===== config.mk =====
export PLATFORM = sky130hd
export DESIGN_NAME = pe_mac_top
export DESIGN_NICKNAME = d
export VERILOG_FILES = /design/src/source/mac_arith_pkg.sv /design/src/source/mac_link_pkg.sv /design/src/source/cla4_block.sv /design/src/source/cla_adder.sv /design/src/source/signed_mul_pipe.sv /design/src/source/mac_accumulator.sv /design/src/source/mac_flow_ctrl.sv /design/src/source/pe_mac_top.sv
export SDC_FILE = /design/constraint.sdc
export NUM_CORES = 1
export LEC_CHECK = 0
export ABC_AREA = 1
export BUFFER_PORTS_ARGS = -buffer_cell sky130_fd_sc_hd__buf_4
export CELL_PAD_IN_SITES_DETAIL_PLACEMENT = 0
export CELL_PAD_IN_SITES_GLOBAL_PLACEMENT = 1
export CORE_MARGIN = 5
export CORE_UTILIZATION = 46
export DETAILED_ROUTE_END_ITERATION = 7
export GPL_ROUTABILITY_DRIVEN = 0
export HOLD_SLACK_MARGIN = 0.02
export MAX_ROUTING_LAYER = met4
export PLACE_DENSITY = 0.75
export SLEW_MARGIN = 10
export SYNTH_ARGS = -nofsm -noshare
export SYNTH_HDL_FRONTEND = slang
export SYNTH_HIERARCHICAL = 1
export SYNTH_SLANG_ARGS = --single-unit

===== constraint.sdc =====
create_clock -name clk -period 6.25 [get_ports clk]
set_input_delay 0.625 -clock clk [delete_from_list [all_inputs] [get_ports clk]]
set_output_delay 0.625 -clock clk [all_outputs]
set_load 0.01 [all_outputs]

===== src/source/mac_arith_pkg.sv =====
////////////////////////////////////////////////////////////////////////////
// MAC arithmetic package
// Operand, product and accumulator widths of the processing element
// together with the signed data types built from them
////////////////////////////////////////////////////////////////////////////

package mac_arith_pkg;

  ////////////////////////////////////////////////////////////////////////////
  // Widths
  ////////////////////////////////////////////////////////////////////////////

  localparam int OPERAND_W     = 8;               // Host operand width
  localparam int PRODUCT_W     = 2 * OPERAND_W;   // Full signed product
  localparam int ACC_W_DEFAULT = 28;              // Running sum width

  // Register stages between operand issue and product out
  localparam int mul_stages = 8;

  ////////////////////////////////////////////////////////////////////////////
  // Data types
  ////////////////////////////////////////////////////////////////////////////

  typedef logic signed [OPERAND_W-1:0] operand_t;
  typedef logic signed [PRODUCT_W-1:0] product_t;

endpackage


===== src/source/mac_link_pkg.sv =====
////////////////////////////////////////////////////////////////////////////
// MAC link package
// Payloads carried on the host input port and the sideband tag that
// follows each operand pair through the multiplier and accumulator
////////////////////////////////////////////////////////////////////////////

package mac_link_pkg;

  import mac_arith_pkg::*;

  // Sideband that travels beside the data in every pipeline stage
  typedef struct packed {
    logic valid;   // Stage holds a real item
    logic first;   // Restart the running sum
    logic last;    // Item closes its group
  } mac_tag_t;

  // One operand pair as presented by the host
  typedef struct packed {
    operand_t a;
    operand_t b;
    logic     first;
    logic     last;
  } operand_pkt_t;

endpackage


===== src/source/cla4_block.sv =====
////////////////////////////////////////////////////////////////////////////
// 4-bit carry-lookahead block
// Sums two nibbles with lookahead carries and exports group propagate
// and generate for the next lookahead level
////////////////////////////////////////////////////////////////////////////

`timescale 1ns/1ps

module cla4_block (
  input  logic [3:0] a,
  input  logic [3:0] b,
  input  logic       cin,
  output logic [3:0] sum,
  output logic       grp_p,
  output logic       grp_g
);

  logic [3:0] p;   // Bit propagate
  logic [3:0] g;   // Bit generate
  logic [3:0] c;   // Carry into each bit

  assign p = a ^ b;
  assign g = a & b;

  // All carries formed straight from p, g and cin
  assign c[0] = cin;
  assign c[1] = g[0] | (p[0] & cin);
  assign c[2] = g[1] | (p[1] & g[0]) | (p[1] & p[0] & cin);
  assign c[3] = g[2] | (p[2] & g[1]) | (p[2] & p[1] & g[0])
              | (p[2] & p[1] & p[0] & cin);

  assign sum = p ^ c;

  // Group terms for the carry unit above
  assign grp_p = &p;
  assign grp_g = g[3]
               | (p[3] & g[2])
               | (p[3] & p[2] & g[1])
               | (p[3] & p[2] & p[1] & g[0]);

endmodule


===== src/source/cla_adder.sv =====
////////////////////////////////////////////////////////////////////////////
// Carry-lookahead adder
// Chains 4-bit lookahead blocks, a lookahead carry unit derives each
// block carry-in from the group propagate and generate of the block below
// Width must be a multiple of four
////////////////////////////////////////////////////////////////////////////

`timescale 1ns/1ps

module cla_adder #(
  parameter int width = 28
) (
  input  logic [width-1:0] a,
  input  logic [width-1:0] b,
  output logic [width-1:0] sum
);

  localparam int n_blk = width / 4;

  logic [n_blk-1:0] blk_cin;   // Carry into each nibble

  assign blk_cin[0] = 1'b0;    // Plain addition

  for (genvar i = 0; i < n_blk; i++) begin : g_blk
    if (i < n_blk - 1) begin : g_low
      logic grp_p;
      logic grp_g;

      cla4_block u_cla4 (
        .a     (a[4*i +: 4]),
        .b     (b[4*i +: 4]),
        .cin   (blk_cin[i]),
        .sum   (sum[4*i +: 4]),
        .grp_p (grp_p),
        .grp_g (grp_g)
      );

      // Carry unit slice
      assign blk_cin[i+1] = grp_g | (grp_p & blk_cin[i]);
    end else begin : g_top
      // Top nibble has no block above it
      cla4_block u_cla4 (
        .a     (a[4*i +: 4]),
        .b     (b[4*i +: 4]),
        .cin   (blk_cin[i]),
        .sum   (sum[4*i +: 4]),
        .grp_p (),
        .grp_g ()
      );
    end
  end

endmodule


===== src/source/signed_mul_pipe.sv =====
////////////////////////////////////////////////////////////////////////////
// Eight-stage signed 8x8 multiplier
// Multiplies operand magnitudes through a tree of split low/high half
// additions and restores the sign in the last stage
// The tag moves with the data and every stage holds while adv is low
////////////////////////////////////////////////////////////////////////////

`timescale 1ns/1ps

module signed_mul_pipe (
  input  logic                    clk,
  input  logic                    rstn,
  input  logic                    adv,
  input  mac_arith_pkg::operand_t a,
  input  mac_arith_pkg::operand_t b,
  input  mac_link_pkg::mac_tag_t  tag_in,
  output mac_arith_pkg::product_t prod,
  output mac_link_pkg::mac_tag_t  prod_tag
);

  import mac_arith_pkg::*;
  import mac_link_pkg::*;

  logic [OPERAND_W-1:0] a_mag;
  logic [OPERAND_W-1:0] b_mag;
  logic [OPERAND_W-1:0] pp     [OPERAND_W];   // Partial products
  logic [OPERAND_W-1:0] pp_q   [OPERAND_W];
  logic [5:0]           lsb2   [4];
  logic [5:0]           lsb2_q [4];
  logic [2:0]           hi2e_q [4];           // Upper bits of even rows
  logic [3:0]           hi2o_q [4];           // Upper bits of odd rows
  logic [4:0]           msb3   [4];
  logic [9:0]           sum3_q [4];
  logic [7:0]           lsb4   [2];
  logic [7:0]           lsb4_q [2];
  logic [2:0]           hi4e_q [2];
  logic [4:0]           hi4o_q [2];
  logic [4:0]           msb5   [2];
  logic [11:0]          sum5_q [2];
  logic [9:0]           lsb6;
  logic [9:0]           lsb6_q;
  logic [2:0]           hi6e_q;
  logic [6:0]           hi6o_q;
  logic [6:0]           msb7;
  logic [15:0]          mag_q;                // Unsigned product
  product_t             prod_q;
  logic                 sign_q [mul_stages-1];
  mac_tag_t             tag_q  [mul_stages];

  ////////////////////////////////////////////////////////////////////////////
  // Combinational part of each stage
  ////////////////////////////////////////////////////////////////////////////

  always_comb begin
    a_mag = a[OPERAND_W-1] ? ~a + 1'b1 : a;
    b_mag = b[OPERAND_W-1] ? ~b + 1'b1 : b;
    for (int i = 0; i < OPERAND_W; i++) begin
      pp[i] = b_mag[i] ? a_mag : '0;
    end
    // Row pairs, odd row weighted by two
    for (int k = 0; k < 4; k++) begin
      lsb2[k] = pp_q[2*k][4:0] + {pp_q[2*k+1][3:0], 1'b0};
      msb3[k] = hi2e_q[k] + hi2o_q[k] + lsb2_q[k][5];
    end
    // Pairs of pairs, upper sum weighted by four
    for (int j = 0; j < 2; j++) begin
      lsb4[j] = sum3_q[2*j][6:0] + {sum3_q[2*j+1][4:0], 2'b0};
      msb5[j] = hi4e_q[j] + hi4o_q[j] + lsb4_q[j][7];
    end
    lsb6 = sum5_q[0][8:0] + {sum5_q[1][4:0], 4'b0};   // Weight of sixteen
    msb7 = hi6e_q + hi6o_q + lsb6_q[9];
  end

  ////////////////////////////////////////////////////////////////////////////
  // Data registers
  ////////////////////////////////////////////////////////////////////////////

  always_ff @(posedge clk) begin
    if (adv) begin
      pp_q      <= pp;                          // Stage 1
      sign_q[0] <= a[OPERAND_W-1] ^ b[OPERAND_W-1];
      for (int s = 1; s < mul_stages - 1; s++) begin
        sign_q[s] <= sign_q[s-1];
      end
      lsb2_q <= lsb2;                           // Stage 2
      for (int k = 0; k < 4; k++) begin
        hi2e_q[k] <= pp_q[2*k][7:5];
        hi2o_q[k] <= pp_q[2*k+1][7:4];
        sum3_q[k] <= {msb3[k], lsb2_q[k][4:0]}; // Stage 3
      end
      lsb4_q <= lsb4;                           // Stage 4
      for (int j = 0; j < 2; j++) begin
        hi4e_q[j] <= sum3_q[2*j][9:7];
        hi4o_q[j] <= sum3_q[2*j+1][9:5];
        sum5_q[j] <= {msb5[j], lsb4_q[j][6:0]}; // Stage 5
      end
      lsb6_q <= lsb6;                           // Stage 6
      hi6e_q <= sum5_q[0][11:9];
      hi6o_q <= sum5_q[1][11:5];
      mag_q  <= {msb7, lsb6_q[8:0]};            // Stage 7
      // Stage 8 restores the sign
      prod_q <= sign_q[mul_stages-2] ? product_t'(-mag_q) : product_t'(mag_q);
    end
  end

  // Tag pipeline
  always_ff @(posedge clk) begin
    if (!rstn) begin
      for (int s = 0; s < mul_stages; s++) begin
        tag_q[s] <= '0;
      end
    end else if (adv) begin
      tag_q[0] <= tag_in;
      for (int s = 1; s < mul_stages; s++) begin
        tag_q[s] <= tag_q[s-1];
      end
    end
  end

  assign prod     = prod_q;
  assign prod_tag = tag_q[mul_stages-1];

endmodule


===== src/source/mac_accumulator.sv =====
////////////////////////////////////////////////////////////////////////////
// MAC accumulator
// Adds each valid product into the running sum through a lookahead adder
// and starts from zero on an item flagged first
////////////////////////////////////////////////////////////////////////////

`timescale 1ns/1ps

module mac_accumulator #(
  parameter int acc_w = mac_arith_pkg::ACC_W_DEFAULT
) (
  input  logic                    clk,
  input  logic                    rstn,
  input  logic                    adv,
  input  mac_arith_pkg::product_t prod,
  input  mac_link_pkg::mac_tag_t  prod_tag,
  output logic signed [acc_w-1:0] acc_sum,
  output mac_link_pkg::mac_tag_t  acc_tag
);

  import mac_arith_pkg::*;
  import mac_link_pkg::*;

  typedef logic signed [acc_w-1:0] acc_t;

  acc_t     prod_ext;   // Product widened to the sum
  acc_t     addend;
  acc_t     sum_next;
  acc_t     sum_q;
  mac_tag_t tag_q;

  assign prod_ext = {{(acc_w-PRODUCT_W){prod[PRODUCT_W-1]}}, prod};
  assign addend   = prod_tag.first ? '0 : sum_q;   // Restart of a group

  // Wraps modulo 2**acc_w
  cla_adder #(
    .width (acc_w)
  ) u_add (
    .a   (prod_ext),
    .b   (addend),
    .sum (sum_next)
  );

  always_ff @(posedge clk) begin
    if (!rstn) begin
      tag_q <= '0;
      sum_q <= '0;
    end else if (adv) begin
      tag_q <= prod_tag;
      if (prod_tag.valid) begin
        sum_q <= sum_next;
      end
    end
  end

  assign acc_sum = sum_q;
  assign acc_tag = tag_q;

  // A new item shows up only on an advancing edge
  a_valid_on_adv : assert property (@(posedge clk) disable iff (!rstn)
    $rose(acc_tag.valid) |-> $past(adv));

endmodule


===== src/source/mac_flow_ctrl.sv =====
////////////////////////////////////////////////////////////////////////////
// MAC flow control
// Runs the four-phase operand and result ports, issues captured pairs into
// the multiplier and freezes the pipeline while a result is pending
////////////////////////////////////////////////////////////////////////////

`timescale 1ns/1ps

module mac_flow_ctrl #(
  parameter int acc_w = mac_arith_pkg::ACC_W_DEFAULT
) (
  input  logic                       clk,
  input  logic                       rstn,
  input  logic                       in_req,
  input  mac_link_pkg::operand_pkt_t in_pkt,
  output logic                       in_ack,
  output logic                       res_req,
  output logic signed [acc_w-1:0]    res_sum,
  input  logic                       res_ack,
  output logic                       adv,
  output mac_arith_pkg::operand_t    a,
  output mac_arith_pkg::operand_t    b,
  output mac_link_pkg::mac_tag_t     tag_in,
  input  logic signed [acc_w-1:0]    acc_sum,
  input  mac_link_pkg::mac_tag_t     acc_tag
);

  logic capture;    // Accept the pair on this edge
  logic res_take;   // Closing item leaves the accumulator

  assign adv      = !res_req && !res_ack;   // Result port idle
  assign capture  = in_req && !in_ack && adv;
  assign res_take = adv && acc_tag.valid && acc_tag.last;

  ////////////////////////////////////////////////////////////////////////////
  // Input port and issue
  ////////////////////////////////////////////////////////////////////////////

  always_ff @(posedge clk) begin
    if (!rstn) begin
      in_ack <= 1'b0;
      tag_in <= '0;
    end else begin
      if (capture) begin
        in_ack <= 1'b1;
      end else if (!in_req) begin
        in_ack <= 1'b0;                     // Host released the request
      end
      if (adv) begin
        tag_in <= '{valid: capture, first: in_pkt.first, last: in_pkt.last};
      end
    end
  end

  always_ff @(posedge clk) begin
    if (capture) begin
      a <= in_pkt.a;
      b <= in_pkt.b;
    end
  end

  ////////////////////////////////////////////////////////////////////////////
  // Result port
  ////////////////////////////////////////////////////////////////////////////

  always_ff @(posedge clk) begin
    if (!rstn) begin
      res_req <= 1'b0;
    end else if (res_take) begin
      res_req <= 1'b1;
    end else if (res_ack) begin
      res_req <= 1'b0;
    end
  end

  always_ff @(posedge clk) begin
    if (res_take) begin
      res_sum <= acc_sum;
    end
  end

  a_ack_after_req : assert property (@(posedge clk) disable iff (!rstn)
    $rose(in_ack) |-> $past(in_req));

  a_res_stable : assert property (@(posedge clk) disable iff (!rstn)
    res_req |=> !res_req || $stable(res_sum));

endmodule


===== src/source/pe_mac_top.sv =====
////////////////////////////////////////////////////////////////////////////
// MAC processing element top level
// Flow control in front of the signed multiplier and the accumulator
////////////////////////////////////////////////////////////////////////////

`timescale 1ns/1ps

module pe_mac_top #(
  parameter int acc_w = mac_arith_pkg::ACC_W_DEFAULT
) (
  input  logic                       clk,
  input  logic                       rstn,
  input  logic                       in_req,
  input  mac_link_pkg::operand_pkt_t in_pkt,
  output logic                       in_ack,
  output logic                       res_req,
  output logic signed [acc_w-1:0]    res_sum,
  input  logic                       res_ack
);

  import mac_arith_pkg::*;
  import mac_link_pkg::*;

  logic                    adv;        // Pipeline advance
  operand_t                a;
  operand_t                b;
  mac_tag_t                tag_in;
  product_t                prod;
  mac_tag_t                prod_tag;
  logic signed [acc_w-1:0] acc_sum;
  mac_tag_t                acc_tag;

  mac_flow_ctrl #(
    .acc_w (acc_w)
  ) u_ctrl (
    .clk     (clk),
    .rstn    (rstn),
    .in_req  (in_req),
    .in_pkt  (in_pkt),
    .in_ack  (in_ack),
    .res_req (res_req),
    .res_sum (res_sum),
    .res_ack (res_ack),
    .adv     (adv),
    .a       (a),
    .b       (b),
    .tag_in  (tag_in),
    .acc_sum (acc_sum),
    .acc_tag (acc_tag)
  );

  signed_mul_pipe u_mul (
    .clk      (clk),
    .rstn     (rstn),
    .adv      (adv),
    .a        (a),
    .b        (b),
    .tag_in   (tag_in),
    .prod     (prod),
    .prod_tag (prod_tag)
  );

  mac_accumulator #(
    .acc_w (acc_w)
  ) u_acc (
    .clk      (clk),
    .rstn     (rstn),
    .adv      (adv),
    .prod     (prod),
    .prod_tag (prod_tag),
    .acc_sum  (acc_sum),
    .acc_tag  (acc_tag)
  );

endmodule


==> results_dict.tcl <==
set metrics [dict create \
    final_cells 1950 \
    grt_pass1_wl_um 41500 \
    min_path_type "input port to flop" \
    max_stage_delay_ps 380 \
    drt_wl_total_um 24700 \
    root_buffer "clkbuf_16" \
    wl_met1_um 10500 \
    io_buffers 51 \
    status "complete, no violations" \
    cp-start-kind "flop" \
    drive_gt1_share_pct 9.67 \
    finalCriticalPeriod_ps 3260 \
    grt_pass1_vias 8860 \
    cts_buffer_depth 3 \
    slew_viol_final 0 \
    critPathKind "flop to flop" \
    fp.dieArea_mm2 0.0396 \
    worst_slew_pin_slew_ps 1090 \
    max_slew_margin_pct 27.2 \
    numClockSinks 374 \
    num_antenna_cells 0 \
    rsz0062_at_grt "no" \
    cts-hold-fix-buffers 0 \
    leakagePower_uw 0.00801 \
    drt-pass1-iter-count 5 \
    fmax_mhz 307 \
    r2r-start "u_mul/tag_q[1][10]" \
    syn_avg_cell_area_um2 11.9 \
    worst-path-max-fanout 28 \
    r2r_cells 22 \
    wl_per_cell_um 12.7 \
    initial_core_util_pct 46.5 \
    core.rowCount 69 \
    topRoutingLayerUsed "met4" \
    cts_setup_buffers 0 \
    routed-wl-met2_um 12500 \
    reg2reg_to "u_acc/acc_sum[25]" \
    antenna_found_initial 0 \
    cts_inserted_buffers 41 \
    holdPathStages 1 \
    yosys_warnings 6 \
    die_x_um 199 \
    worstHoldStart "in_pkt[3]" \
    peakVddDrop_mv 0.209 \
    htree_levels 2 \
    dieHeight_um 199 \
    finalCritPeriodShare_pct 52.1 \
    detail-route-antenna-nets 0 \
    track_usage_pct 13.3 \
    whs_ps 260 \
    pin_count 52 \
    dpl.cell_count 1874 \
    powerDensity_mw_per_mm2 321 \
    clk_latency_ps 540 \
    final_cell_area_mm2 0.0186 \
    globalRouteOverflowTotal 0 \
    drt_iter0_drc 369 \
    setup_viol 0 \
    path_cells "buf_4, nor2_1, ha_1, nand2_1, nand2_1, nand2_2, o21bai_1, nand2_1, nand2_2, nand2_2, nand2_2, nand2_2, nand2_2, nand2_2, nand2_2, nand2_1, nand2_1, inv_1, fa_1, xnor2_1, nor2_1, nor2_1" \
    critPathRequiredTime_ps 6680 \
    holdPathEnd "u_ctrl/b[1]" \
    vias_per_cell 4.65 \
    vias 9069 \
    area_growth_pct 13.4 \
    cts_tree "built" \
    max_cap_violations 0 \
    synthCells 1379 \
    detailed_place_hpwl_um 16400 \
    syn_area_mm2 0.0164 \
    path_clk_slew_ps 60 \
    wl_met3_um 1070 \
    fill_cells 2991 \
    finClkSkew_ps 23.2 \
    worst-r2r-setup-slack_ps 2990 \
    crit_path_frequent_cell "nand2_2" \
    worstPathArrival_ps 3690 \
    place_area_mm2 0.0173 \
    critical-path-slowest-cell "ha_1" \
    cts_resized 0 \
    crit_path_end_kind "flop" \
    coreArea_mm2 0.0354 \
    hold_viol 0 \
    nets 1582 \
    grt_max_degree 195 \
    drc_errors 0 \
]
critical path: cells and delay by family (launching register included):
kind            cells  cell delay (ps)
buf+inv             2              370
compound gates      1              260
simple gates       16             1310
flops               1              320
xor+xnor            1              130
fa+ha+maj           2              750
routing by layer:
metal	vias up	GRT usage, %
li1	4690	-
met1	4218	15.4
met2	106	22.9
met3	55	3.20
met4	0	4.36
met5	-	-
area by class of cell:
| class | instances | area (um2) | area share [%] |
|---|---|---|---|
| Clock buffer | 53 | 1150 | 6.20 |
| Clock inverter | 23 | 174 | 0.933 |
| Inverter | 210 | 788 | 4.23 |
| Multi-Input combinational cell | 775 | 4650 | 24.9 |
| Sequential cell | 374 | 10900 | 58.4 |
| Tap cell | 461 | 577 | 3.09 |
| Timing Repair Buffer | 54 | 418 | 2.24 |
power breakdown:
| group | internal, uW | total [uW] | switching, uW |
|---|---|---|---|
| Combinational | 216 | 565 | 349 |
| Clock | 1390 | 2320 | 933 |
| Sequential | 3000 | 3090 | 86.6 |
| Total | 4610 | 5980 | 1370 |
flip-flops by register name, summed over array words and instances (netlist names), 10 cells and up:
register and count:
u_mul/pp_q 64, u_mul/sum3_q 40, u_acc/acc_sum 28, u_ctrl/res_sum 28, u_mul/lsb2_q 24, u_mul/sum5_q 24
u_mul/tag_q 24, u_mul/hi2o_q 16, u_mul/lsb4_q 16, u_mul/mag_q 16, u_mul/prod 16, u_mul/hi2e_q 12
u_mul/hi4o_q 10, u_mul/lsb6_q 10
metrics by stage:
step	setup TNS, ps	util [%]	setup slack, ps	total power (uW)
finish	0	52.7	2990	5980
global route	0	52.7	2630	6290
CTS	0	52.7	2960	6080
detailed placement	0	48.9	2970	3720
global placement	0	48.9	3060	3700
floorplan	-1710	-	-61.0	3570
layout by cell type (no fill, tap or decap), types with 17 or more instances in the layout:
| master | instances |
|---|---|
| edfxtp_1 | 339 |
| nand2_1 | 258 |
| inv_1 | 208 |
| nor2_1 | 170 |
| ha_1 | 76 |
| nand3_1 | 56 |
| buf_4 | 53 |
| a21oi_1 | 45 |
| clkbuf_16 | 44 |
| dfxtp_1 | 35 |
| xor2_1 | 34 |
| fa_1 | 28 |
| o21ai_0 | 22 |
| xnor2_1 | 19 |
| nand2_2 | 17 |
worst max path at each step:
stage | slack, ps | endpoint | from | cells after the start
after floorplan | -60 | u_ctrl/res_sum[0] | res_ack | 3
after global placement | 3060 | u_acc/acc_sum[24] | u_mul/tag_q[1][10] | 22
after detailed placement | 2970 | u_acc/acc_sum[25] | u_mul/tag_q[1][10] | 22
after CTS | 2960 | u_acc/acc_sum[25] | u_mul/tag_q[1][10] | 22
after global routing | 2630 | u_acc/acc_sum[25] | u_mul/tag_q[1][10] | 22
final | 2990 | u_acc/acc_sum[25] | u_mul/tag_q[1][10] | 22
(Power assumes the default switching activity.)
